--- src/hdl/rsa_cfg.svh ---
`ifndef RSA_CFG_SVH
`define RSA_CFG_SVH

// operand width, shared by key, exponent and data
`define RSA_BITWIDTH 256

// peripheral register map, byte addresses
`define RSA_RX_BASE     0
`define RSA_TX_BASE     4
`define RSA_STATUS_BASE 8

// status flag positions
`define RSA_TX_OK_BIT 6  // transmitter can take a byte
`define RSA_RX_OK_BIT 7  // received byte waiting

`endif

--- src/hdl/rsa_types_pkg.sv ---
`default_nettype none

package rsa_types_pkg;

`include "rsa_cfg.svh"

    // one full operand: modulus, exponent, cipher or plain text
    typedef logic [`RSA_BITWIDTH-1:0] rsa_word_t;

    // walks the bits of an operand
    typedef logic [$clog2(`RSA_BITWIDTH)-1:0] rsa_bit_idx_t;

    // exponentiation controller
    typedef enum logic [1:0] {
        core_idle = 2'd0,
        core_run  = 2'd1,  // product units busy on one exponent bit
        core_done = 2'd2
    } core_state_t;

endpackage

`default_nettype wire

--- src/hdl/avm_types_pkg.sv ---
`default_nettype none

package avm_types_pkg;

`include "rsa_cfg.svh"

    typedef logic [4:0]  avm_addr_t;
    typedef logic [31:0] avm_data_t;
    typedef logic [7:0]  avm_byte_t;  // payload of one peripheral access

    // byte position inside one operand
    typedef logic [$clog2(`RSA_BITWIDTH/8)-1:0] byte_cnt_t;

    typedef enum logic [2:0] {
        get_key_n = 3'd0,
        get_key_d = 3'd1,
        get_data  = 3'd2,
        req_calc  = 3'd3,
        wait_calc = 3'd4,
        send_data = 3'd5
    } wrap_state_t;

    // per-byte handshake with the peripheral
    typedef enum logic {
        io_wait = 1'b0,  // polling status
        io_work = 1'b1   // rx or tx access on the bus
    } io_state_t;

endpackage

`default_nettype wire

--- src/hdl/rsa_wrapper.sv ---
`timescale 1ns/1ns
`default_nettype none

`include "rsa_cfg.svh"

// byte-wise Avalon master between the serial peripheral and the core
module rsa_wrapper
    import rsa_types_pkg::*;
    import avm_types_pkg::*;
(
    input  logic      avm_clk,
    input  logic      avm_rst,
    output avm_addr_t avm_address,
    output logic      avm_read,
    output logic      avm_write,
    input  avm_data_t avm_readdata,
    output avm_data_t avm_writedata,
    input  logic      avm_waitrequest,
    output logic      core_start,
    output rsa_word_t core_a,
    output rsa_word_t core_d,
    output rsa_word_t core_n,
    input  rsa_word_t core_result,
    input  logic      core_finished
);

    localparam avm_addr_t RX_ADDR     = avm_addr_t'(`RSA_RX_BASE);
    localparam avm_addr_t TX_ADDR     = avm_addr_t'(`RSA_TX_BASE);
    localparam avm_addr_t STATUS_ADDR = avm_addr_t'(`RSA_STATUS_BASE);

    localparam byte_cnt_t RX_LAST = byte_cnt_t'(`RSA_BITWIDTH/8 - 1);
    localparam byte_cnt_t TX_LAST = byte_cnt_t'(`RSA_BITWIDTH/8 - 2);  // top byte never sent

    // control
    wrap_state_t state_r, state_w;
    wrap_state_t rx_next;  // where to go after the current operand
    io_state_t   io_r, io_w;
    byte_cnt_t   byte_cnt_r, byte_cnt_w;
    avm_addr_t   addr_r, addr_w;
    logic        read_r, read_w;
    logic        write_r, write_w;
    logic        start_r, start_w;

    // operands and plain text
    rsa_word_t n_r, n_w;
    rsa_word_t d_r, d_w;
    rsa_word_t enc_r, enc_w;
    rsa_word_t dec_r, dec_w;

    avm_byte_t rx_byte;
    avm_byte_t tx_byte;

    assign rx_byte = avm_readdata[7:0];
    assign tx_byte = dec_r[`RSA_BITWIDTH-9 -: 8];  // byte 30 first

    assign avm_address   = addr_r;
    assign avm_read      = read_r;
    assign avm_write     = write_r;
    assign avm_writedata = avm_data_t'(tx_byte);

    assign core_start = start_r;
    assign core_a     = enc_r;
    assign core_d     = d_r;
    assign core_n     = n_r;

    always_comb begin
        state_w    = state_r;
        io_w       = io_r;
        byte_cnt_w = byte_cnt_r;
        addr_w     = addr_r;
        read_w     = read_r;
        write_w    = write_r;
        start_w    = 1'b0;
        n_w        = n_r;
        d_w        = d_r;
        enc_w      = enc_r;
        dec_w      = dec_r;
        rx_next    = state_r;

        case (state_r)
            get_key_n, get_key_d, get_data: begin
                if (!avm_waitrequest) begin
                    if (io_r == io_wait) begin
                        if (avm_readdata[`RSA_RX_OK_BIT]) begin
                            read_w = 1'b1;
                            addr_w = RX_ADDR;
                            io_w   = io_work;
                        end
                    end else begin
                        // read completes this edge
                        read_w = 1'b0;
                        addr_w = STATUS_ADDR;
                        io_w   = io_wait;
                        case (state_r)
                            get_key_n: begin
                                n_w     = {n_r[`RSA_BITWIDTH-9:0], rx_byte};
                                rx_next = get_key_d;
                            end
                            get_key_d: begin
                                d_w     = {d_r[`RSA_BITWIDTH-9:0], rx_byte};
                                rx_next = get_data;
                            end
                            default: begin
                                enc_w   = {enc_r[`RSA_BITWIDTH-9:0], rx_byte};
                                rx_next = req_calc;
                            end
                        endcase
                        if (byte_cnt_r == RX_LAST) begin
                            byte_cnt_w = '0;
                            state_w    = rx_next;
                        end else begin
                            byte_cnt_w = byte_cnt_t'(byte_cnt_r + 1'b1);
                        end
                    end
                end
            end
            req_calc: begin
                start_w = 1'b1;  // single cycle pulse
                state_w = wait_calc;
            end
            wait_calc: begin
                if (core_finished) begin
                    dec_w   = core_result;
                    state_w = send_data;
                end
            end
            send_data: begin
                if (!avm_waitrequest) begin
                    if (io_r == io_wait) begin
                        if (avm_readdata[`RSA_TX_OK_BIT]) begin
                            write_w = 1'b1;
                            addr_w  = TX_ADDR;
                            io_w    = io_work;
                        end
                    end else begin
                        write_w = 1'b0;
                        addr_w  = STATUS_ADDR;
                        io_w    = io_wait;
                        dec_w   = {dec_r[`RSA_BITWIDTH-9:0], 8'h00};  // next byte up
                        if (byte_cnt_r == TX_LAST) begin
                            byte_cnt_w = '0;
                            state_w    = get_key_n;  // wait for a new key
                        end else begin
                            byte_cnt_w = byte_cnt_t'(byte_cnt_r + 1'b1);
                        end
                    end
                end
            end
            default: begin
                state_w = get_key_n;
            end
        endcase
    end

    always_ff @(posedge avm_clk or posedge avm_rst) begin
        if (avm_rst) begin
            state_r    <= get_key_n;
            io_r       <= io_wait;
            byte_cnt_r <= '0;
            addr_r     <= STATUS_ADDR;
            read_r     <= 1'b0;
            write_r    <= 1'b0;
            start_r    <= 1'b0;
        end else begin
            state_r    <= state_w;
            io_r       <= io_w;
            byte_cnt_r <= byte_cnt_w;
            addr_r     <= addr_w;
            read_r     <= read_w;
            write_r    <= write_w;
            start_r    <= start_w;
        end
    end

    always_ff @(posedge avm_clk) begin
        n_r   <= n_w;
        d_r   <= d_w;
        enc_r <= enc_w;
        dec_r <= dec_w;
    end

endmodule

`default_nettype wire

--- config.mk ---
export PLATFORM = sky130hd
export DESIGN_NAME = rsa_wrapper
export DESIGN_NICKNAME = d
export VERILOG_FILES = /design/src/hdl/rsa_types_pkg.sv /design/src/hdl/avm_types_pkg.sv /design/src/hdl/rsa_wrapper.sv
export VERILOG_INCLUDE_DIRS = /design/src /design/src/hdl
export SDC_FILE = /design/constraint.sdc
export NUM_CORES = 1
export LEC_CHECK = 0
export BUFFER_PORTS_ARGS = -buffer_cell sky130_fd_sc_hd__buf_4
export CORE_AREA = 2 2 427 429
export CTS_CLUSTER_DIAMETER = 120
export DETAILED_ROUTE_END_ITERATION = 10
export DIE_AREA = 0 0 429 431
export SKIP_LAST_GASP = 1
export SYNTH_ARGS = -nofsm -noshare
export SYNTH_HDL_FRONTEND = slang
export SYNTH_SLANG_ARGS = --single-unit
--- constraint.sdc ---
create_clock -name avm_clk -period 22 [get_ports avm_clk]
set_input_delay 4.4 -clock avm_clk [delete_from_list [all_inputs] [get_ports avm_clk]]
set_output_delay 4.4 -clock avm_clk [all_outputs]
set_load 0.05 [all_outputs]
### Word-level counts from Yosys, hierarchy flattened

Cells that the tools add are included.
Widths: inputs -> output; s select.

| cells by class | value |
|---|---|
| add/sub/neg operators | 1 |
| multiply operators | 0 |
| divide/modulo/power cells | 0 |
| order comparisons | 0 |
| equality and inequality tests | 16 |
| shift-type cells | 0 |
| mux-type cells | 39 |
| bitwise logic cells | 2 |
| reduce and logical (&&, ||, !) cells | 17 |

Operators with widths:

| operator | count |
|---|---|
| $mux 248 | 3 |
| $pmux 248 s2 | 1 |
| $mux 5 | 12 |
| $mux 3 | 7 |
| $pmux 5 s2 | 2 |
| $reduce_and 4->1 | 4 |
| $ne 2x2->1 const B | 7 |
| $pmux 3 s4 | 1 |
| $mux 1 | 11 |
| $eq 5x5->1 const B | 2 |
| $reduce_and 5->1 | 2 |
| $reduce_and 3->1 | 3 |
| $reduce_bool 2->1 | 4 |
| $reduce_and 7->1 | 1 |
| $eq 3x2->1 const B | 2 |
| $eq 3x3->1 const B | 2 |
| $ne 3x3->1 const B | 2 |
| $add 5x1->5 const B | 1 |
| $pmux 2 s2 | 1 |
| $eq 3x1->1 const B | 1 |
| $logic_not 3->1 | 1 |
| $reduce_or 3->1 | 1 |
| $not 1->1 | 2 |
| $pmux 1 s2 | 1 |
| $reduce_or 2->1 | 1 |

| storage, ports and cells | value |
|---|---|
| register bits after elaboration | 1033 |
| bits in latches | 0 |
| memory bits (writable) | 0 |
| bits in read-only memories | 0 |
| input port bits | 292 |
| word-level logic and storage cells | 86 |
| memories kept | 0 |

### Depth between registers and ports, before layout

Gate-level depths: netlist (run 1).

| logic depth | value |
|---|---|
| depth in word-level cells | 6 |
| gate-level depth with buffers | 7 |

### Worst setup path after synthesis (run 1)

Ideal clock, no wire load.

| timing | value |
|---|---|
| kind | in2reg |
| from | input port avm_waitrequest |
| to | register d_r[0], in the netlist core_d[0], enable pin |
| library setup time | 1.186 ns |
| arrival time | 21.946 ns |
| slack | -1.132 ns |
| cell stages on the path | 3 |
| path buffers | 0 |
| path through | and2b_1 nand2_1 nor3_1 |

| on the way | value |
|---|---|
| longest elaborated chain between the ends | 2 |

RTL lines:

| element | line | source |
|---|---|---|
| from (decl) | rsa_wrapper.sv:18 | `input logic avm_waitrequest,` |
| $not 1->1 (no source line) | n/a |  |
| $reduce_and 4->1 (no source line) | n/a |  |
| to (signal assigned) | rsa_wrapper.sv:177 | `d_r <= d_w;` |
| to (decl) | rsa_wrapper.sv:46 | `rsa_word_t d_r, d_w;` |

Every way passes these cells.
A chain may end at the register's enable or synchronous reset.

### Worst setup path after layout (run 1)

| timing | value |
|---|---|
| from | input port avm_waitrequest |
| to | register d_r[201], in the netlist core_d[201], enable pin |

The elaborated chain is that of the path after synthesis.

==> results of run 1 <==
## per-stage QoR
stage	TNS [ns]	worst slack [ns]	hold slack, ns	utilization, %	cell area (sq um)
finish	0	15.05	0.386	27.5	49500
global route	0	14.88	0.405	27.5	49500
CTS	0	15.10	0.374	27.5	49500
detailed placement	0	14.27	0.433	25.5	45900
global placement	0	14.33	0.430	25.5	45900
floorplan	-579.70	-1.13	0.495	-	35600
## worst reg2reg max path, cell delays in order, from the launching register on
cell and delay, ns:
dfrtp_1 0.55, nand3b_4 0.73, buf_4 0.72, buf_4 0.87
buf_4 0.99, buf_4 0.95, mux2_2 0.48
## layout by cell type, fill, tap and decap left out, drive strengths merged, types with 5 or more instances in the layout
master	n
bufinv	8
inv	13
dfrtp	13
edfxtp	1016
a21oi	7
mux2	242
clkinv	55
and2	9
clkbuf	129
conb	27
buf	1057
nor2	5
nand2	10
## logic make-up (layout without fill, tap and decap cells)
group,Yosys count,after routing
AOI/OAI and AO/OA,26,26
adders and majority gates,3,3
buffers and inverters,73,1266
DFF,1030,1030
muxes,244,244
other,1,29
and+or+nand+nor,39,39
## power breakdown
group | leakage [nW] | internal [mW] | switching, mW
registers | 9.41 | 2.50 | 0.0964
logic | 7.36 | 0.470 | 0.565
clock network | 1.70 | 1.01 | 0.792
## routing by layer
layer / track usage (%) / vias up / part of all wire (%)
met3: 4.00 / 126 / 8.5
met1: 10.8 / 9082 / 34
li1: - / 7866 / -
met4: 3.08 / 8 / 2.2
met2: 19.9 / 741 / 55
met5: 0 / - / 0.060
## sequential cells by signal, summed over array words and instances, names as in the netlist
signal and count:
state_r 3, core_n 256, io_r 1, avm_write 1, avm_address 2, byte_cnt_r 5
dec_r 248, avm_read 1, core_d 256, core_a 256, core_start 1
## area by class of cell
type	count	area share, %
inverters	7	0.0531
well taps	2370	5.99
multi-input cells	339	8.30
clock inverters	73	1.47
flip-flops and latches	1030	62.4
repair buffers	1057	16.1
diodes	2	0.0101
clock buffers	129	5.67
## worst min path at each step
stage / end / slack, ns / cells past startpoint
global route: core_a[57] / 0.40 / 0
floorplan: byte_cnt_r[4] / 0.49 / 1
global placement: core_n[135] / 0.43 / 0
CTS: core_d[125] / 0.37 / 0
finish: core_d[125] / 0.39 / 0
detailed placement: core_a[26] / 0.43 / 0
## synthesized netlist by cell type (3+ instances only)
cell type | instances | area share [%]
buf_4 | 36 | 0.76
a22o_1 | 3 | 0.074
nor3_1 | 3 | 0.042
mux2_4 | 210 | 8.9
buf_6 | 26 | 0.83
mux2_2 | 32 | 1.0
edfxtp_1 | 1016 | 86
a21oi_1 | 7 | 0.099
inv_1 | 7 | 0.074
buf_2 | 4 | 0.056
ha_1 | 3 | 0.11
nor2_1 | 5 | 0.053
o22ai_1 | 3 | 0.053
nand2_1 | 10 | 0.11
dfrtp_1 | 13 | 0.92
nand2b_1 | 3 | 0.053
and2_1 | 9 | 0.16
o21ai_0 | 4 | 0.056
==> results.toml, run 1 <==
[cells_and_area]
regArea_sq_um = 30900
fillers = 17900
layout.nets = 2839
multiInputGateArea_sq_um = 4110
instances_no_fill = 5007
drive_gt1_share_pct = 55.4
area_growth_pct = 39.5

[synthesis]
yosys.area_share.adder_pct = 0.106
async_flop_share_pct = 1.36
avgSynthCellArea_sq_um = 25.0
synth_simple_gate_area_share_pct = 0.628
synth_top_family_by_area = "multiplexers"
synth-xor-area-share_pct = 0
yosys_warnings = 0
synth-seq-area-share_pct = 87.0
ys.flop_type = "edfxtp_1"
synth_area_sq_um = 35500
netlist_instances = 1416
synth_cell_type_count = 37
synth_edf_count = 1016
muxShareOfSynthArea_pct = 9.97
ys_seq_elements = 1030
synth_compound_gate_area_share_pct = 0.522

[flow_run]
cap_violations = 0

[timing]
slew_viol_final = 0
relSlewSlack_pct = 28.0
clock_skew_ns = 0.0700
fmax_ghz = 0.144
period_minus_slack_ns = 6.95
hold_viol = 0
finalCritPeriodShare_pct = 31.6
tightest_slew_ns = 1.08
rsz0062_at_grt = "no"
setup_viol = 0

[clocking]
cts_resized = 0
postCtsHoldBufs = 0
cts_tree = "yes"
htree_levels = 3
cts_made_buffers = 109
clk_latency_ns = 0.76
cts.sinks = 1030
cts.reportedPaths.clkPinSlew_ns = 0.06
cts_buffer_depth = 3
postCtsSetupBuffers = 0
ctsRootBufferMaster = "clkbuf_16"

[floorplanning]
rows = 156
die_h_um = 431
pin_count = 1100
start_util_pct = 19.7
die_w_um = 429
dieArea_sq_um = 185000
core_area_sq_um = 180000

[routing]
drt-initial-drc-count = 1275
routedWlPerCell_um = 20.9
routed_wirelength_mm = 105
firstDrtPassIters = 5
drc = 0
via_count = 17800
antenna_left = 0
viasPerCell = 3.56

[placed_design]
portBuffers = 1040
hpwl_mm = 78.7
gp_congestion = 0.871
place_inst = 4803

[global_route]
antenna_found_initial = 6
track_usage_pct = 10.6
grt_max_degree = 171
grt_first_pass_wirelength_mm = 139
grt_overflow = 0
grt_pass1_vias = 17800

[power_and_ir_drop]
p_total_mw = 5.43
leakage_nw = 18.5
vdd_drop_max_mv = 0.0999
powerDensity_nw_per_um2 = 110

[worst_setup_path]
crit_top_cell = "buf_4"
crit_required_ns = 22.33
worstPathMaxFanout = 166
cpLargestDelayFamily = "buffers and inverters"
critPathKind = "in -> reg"
timing.rr.end = "dec_r[219]"
worstReg2RegStart = "state_r[2]"
cp-start-kind = "primary input"
cpMaxStageDelayCell = "buf_4"
cp_num_buf_inv = 4
cp.arrival_ns = 7.28
endpoint = "core_d[201]"
crit_cells = 7
reg2reg_slack_ns = 16.45
crit_path_max_incr_delay_ns = 0.78
end_kind = "flop"
startpoint = "avm_waitrequest"
cp_cell_sequence = "buf_4 > and2b_1 > nand2_1 > nor3_2 > buf_4 > buf_4 > buf_12"
rr_worst_depth = 6

[worst_hold_path]
hold_class = "reg -> reg"
worstHoldStart = "core_d[117]"

[outcome]
outcome = "finished clean"
(Power assumes the default switching activity.)
==> run 2: changes to the inputs <==
CORE_AREA = 2 2 423 425   (was 2 2 427 429)
DIE_AREA = 0 0 425 427   (was 0 0 429 431)
clock period = 6.09 ns   (was 22 ns; I/O delays follow)
==> results.toml, run 2 (synthesis results as in run 1) <==
[outcome]
outcome = "finished clean"

[clocking]
clk_latency_ns = 0.74
cts.reportedPaths.clkPinSlew_ns = 0.06
cts_tree = "yes"
cts.sinks = 1030
htree_levels = 3
cts_made_buffers = 108
postCtsHoldBufs = 0
cts_buffer_depth = 3
ctsRootBufferMaster = "clkbuf_16"
postCtsSetupBuffers = 0
cts_resized = 0

[power_and_ir_drop]
p_sw_share_pct = 26.8
p_total_mw = 19.7
leakage_nw = 18.5
p_int_mw = 14.5
p_switching_mw = 5.29
powerDensity_nw_per_um2 = 398
clockPowerShare_pct = 33.3
combPwrFrac_pct = 19.2
vdd_drop_max_mv = 0.255
power.share.sequential_pct = 47.4

[routing]
routed_wirelength_mm = 107
routedWlPerCell_um = 21.4
drc = 0
via_count = 17800
viasPerCell = 3.57
drt-initial-drc-count = 1451
firstDrtPassIters = 5
antenna_left = 0

[timing]
fin_tns_setup_ns = 0
finalCritPeriodShare_pct = 49.4
slew_viol_final = 0
hold_viol = 0
rsz0062_at_grt = "no"
relSlewSlack_pct = 20.9
period_minus_slack_ns = 3.01
setup_viol = 0
clock_skew_ns = 0.0504
fmax_ghz = 0.333
tightest_slew_ns = 1.18

[worst_setup_path]
endpoint = "core_d[144]"
crit_path_max_incr_delay_ns = 0.99
end_kind = "flop"
cp_cell_sequence = "inv_1 > nor3_4 > buf_12"
timing.rr.end = "core_d[144]"
rr_worst_depth = 3
startpoint = "state_r[0]"
worstReg2RegStart = "state_r[0]"
cp-start-kind = "flop"
critPathKind = "reg -> reg"
worstPathMaxFanout = 123
cpMaxStageDelayCell = "nor3_4"
crit_required_ns = 6.44
reg2reg_slack_ns = 3.08
cp.arrival_ns = 3.35

[flow_run]
cap_violations = 0

[global_route]
antenna_found_initial = 6
grt_pass1_vias = 17500
grt_overflow = 0
grt_max_degree = 149
grt_first_pass_wirelength_mm = 140
track_usage_pct = 11.0

[cells_and_area]
layout_common_cells = "buf_4, edfxtp_1, mux2_4"
final_common_cell = "buf_4"
layout.nets = 2852
area_growth_pct = 39.9
utilization_pct = 28.0
finalInstanceArea_sq_um = 49600
drive_gt1_share_pct = 55.9

[placed_design]
postPlaceCellArea_sq_um = 46100
gp_congestion = 0.905
hpwl_mm = 81.1
portBuffers = 1040

[worst_hold_path]
hold_class = "reg -> reg"

[floorplanning]
core_area_sq_um = 177000
die_w_um = 425
rows = 155
pin_count = 1100
dieArea_sq_um = 181000
start_util_pct = 20.0
die_h_um = 427
[run 2: cell types whose count changed in the layout (fill, tap and decap cells not counted), moves of 4 or more]
cell	before	now
clkbuf_1	20	25
buf_12	3	8
clkinv_16	6	2
clkinv_1	31	18
buf_4	1054	1063
inv_6	2	6
clkinv_2	18	11
[run 2: worst min path at each step]
stage	depth (start not counted)	from	endpoint
2_1_floorplan	1	byte_cnt_r[4]	byte_cnt_r[4]
3_3_place_gp	0	core_n[5]	core_n[13]
3_5_place_dp	0	core_d[108]	core_d[116]
4_1_cts	0	core_d[163]	core_d[171]
5_1_grt	0	core_n[67]	core_n[75]
6_report	0	core_a[72]	core_a[80]
[run 2: power groups by stage]
stage	clock network [mW]	registers [mW]	logic [mW]
after floorplan	0	10.1	2.46
after global placement	0	9.50	3.79
after detailed placement	0	9.52	3.84
after CTS	6.81	9.39	3.84
after global routing	7.06	9.45	4.02
final	6.58	9.36	3.79
[run 2: final cells by class]
type / count / area, sq um
diodes: 3 / 7.51
clock buffers: 133 / 2800
clock inverters: 61 / 702
fillers: 17700 / 128000
inverters: 7 / 26.3
multi-input cells: 339 / 4120
flip-flops and latches: 1030 / 30900
well taps: 2355 / 2950
repair buffers: 1071 / 8140
[run 2: through the flow]
step	hold WS (ns)	instances	setup slack, ns
after floorplan	0.495	1442	-2.38
after global placement	0.430	4802	2.23
after detailed placement	0.433	4802	2.20
after CTS	0.426	4996	2.89
after global routing	0.447	4998	2.78
final	0.435	4999	3.08
[run 2: per-layer routing]
metal	share of wire (%)	vias up	track usage, %
li1	-	7899	-
met1	34	9067	11.0
met2	55	712	20.5
met3	8.7	150	4.16
met4	3.1	6	3.95
met5	0.040	-	0
[run 2: critical path, delay by kind of cell (launching register included)]
family | cells | cell delay (ns)
and+or+nand+nor | 1 | 0.99
buffers and inverters | 2 | 0.73
DFF | 1 | 0.70
==> run 3: changes to the inputs <==
clock period = 2.5 ns   (was 6.09 ns; I/O delays follow)
==> results.toml, run 3 (synthesis results as in run 1) <==
[flow_run]
cap_violations = 0

[cells_and_area]
final_common_cell = "buf_4"
drive_gt1_share_pct = 51.6
instances_no_fill = 5285
area_growth_pct = 48.2
layout.nets = 3131
layout_common_cells = "buf_4, edfxtp_1, dlygate4sd3_1"

[timing]
period_minus_slack_ns = 2.19
slew_viol_final = 0
fmax_ghz = 0.456
fin_tns_setup_ns = 0
rsz0062_at_grt = "no"
finalCritPeriodShare_pct = 87.7
hold_viol = 0
fin_hold_ws_ns = 0.0865
tightest_slew_ns = 0.578
relSlewSlack_pct = 61.4
clock_skew_ns = 0.0598
setup_viol = 0
setup_ws_ns = 0.308

[placed_design]
gp_congestion = 0.866
pre_cts_ws_ns = 0.269
hpwl_mm = 84.6
portBuffers = 1040
place_inst = 4841

[floorplanning]
rows = 155
pin_count = 1100
start_util_pct = 20.0
core_area_sq_um = 177000
die_w_um = 425
die_h_um = 427
dieArea_sq_um = 181000

[global_route]
grt_pass1_vias = 19100
grt_overflow = 0
antenna_found_initial = 5
grt_first_pass_wirelength_mm = 146
track_usage_pct = 11.4
grt_max_degree = 54

[clocking]
cts_tree = "yes"
cts_made_buffers = 109
clk_latency_ns = 0.76
postCtsSetupBuffers = 0
htree_levels = 3
ctsRootBufferMaster = "clkbuf_16"
cts.reportedPaths.clkPinSlew_ns = 0.06
cts.sinks = 1030
cts_buffer_depth = 3

[routing]
drt-initial-drc-count = 1364
viasPerCell = 3.60
firstDrtPassIters = 5
antenna_left = 0
drc = 0
via_count = 19000
routedWlPerCell_um = 21.0
routed_wirelength_mm = 111

[worst_setup_path]
cpMaxStageDelayCell = "edfxtp_1"
cp_cell_sequence = "buf_4"
reg2reg_slack_ns = 0.38
worstPathMaxFanout = 2
crit_path_max_incr_delay_ns = 0.62
cpLargestDelayFamily = "flip-flops"
cp.arrival_ns = 1.69
cp-start-kind = "flop"
critPathKind = "reg -> out"
end_kind = "output port"
crit_required_ns = 2.00
cp_num_buf_inv = 1

[power_and_ir_drop]
leakage_nw = 19.8
powerDensity_nw_per_um2 = 923
vdd_drop_max_mv = 0.607
p_total_mw = 48.5

[outcome]
outcome = "finished clean"

[worst_hold_path]
hold_class = "in -> reg"
[run 3: path summary, 6_finish.rpt]
path                             startpoint          end  depth (start not counted)
min in group asynchronous           avm_rst    avm_write                          3
setup / recovery                core_n[173]  core_n[173]                          1
hold reg to reg                 core_a[151]  core_a[159]                          0
hold / removal             core_result[232]   dec_r[232]                          2
max in group asynchronous           avm_rst   state_r[0]                          3
setup reg to reg                 state_r[0]   core_d[37]                          4
[run 3: routing by layer]
| layer | track usage (%) | up-vias | wire [um] |
|---|---|---|---|
| met5 | 0 | - | 14 |
| met4 | 3.88 | 2 | 3130 |
| met3 | 3.85 | 142 | 8970 |
| met2 | 21.5 | 758 | 61100 |
| met1 | 11.6 | 9684 | 37800 |
| li1 | - | 8455 | - |
[run 3: final cells by class]
type	instances	area, sq um
flip-flops and latches	1030	30900
repair buffers	1349	11100
multi-input cells	339	4130
inverters	7	26.3
clock buffers	136	2830
fillers	17400	125000
diodes	7	17.5
well taps	2355	2950
clock inverters	62	604
[run 3: what timing repair did]
action                    CTS  global route
hold buffers              239             0
gates resized for setup     0             0
hold endpoints to repair  267             0
[run 3: metrics by stage]
stage,area (sq um),utilization (%)
2_1_floorplan,35600,-
3_3_place_gp,46700,26.3
6_report,52500,29.6
4_1_cts,52500,29.6
3_5_place_dp,46700,26.3
5_1_grt,52500,29.6
[run 3: power by group]
part / leakage, nW / internal [mW] / switching (mW)
Clock: 1.64 / 8.52 / 7.03
Combinational: 8.74 / 4.88 / 5.26
Sequential: 9.41 / 21.9 / 0.902
Total: 19.8 / 35.3 / 13.2
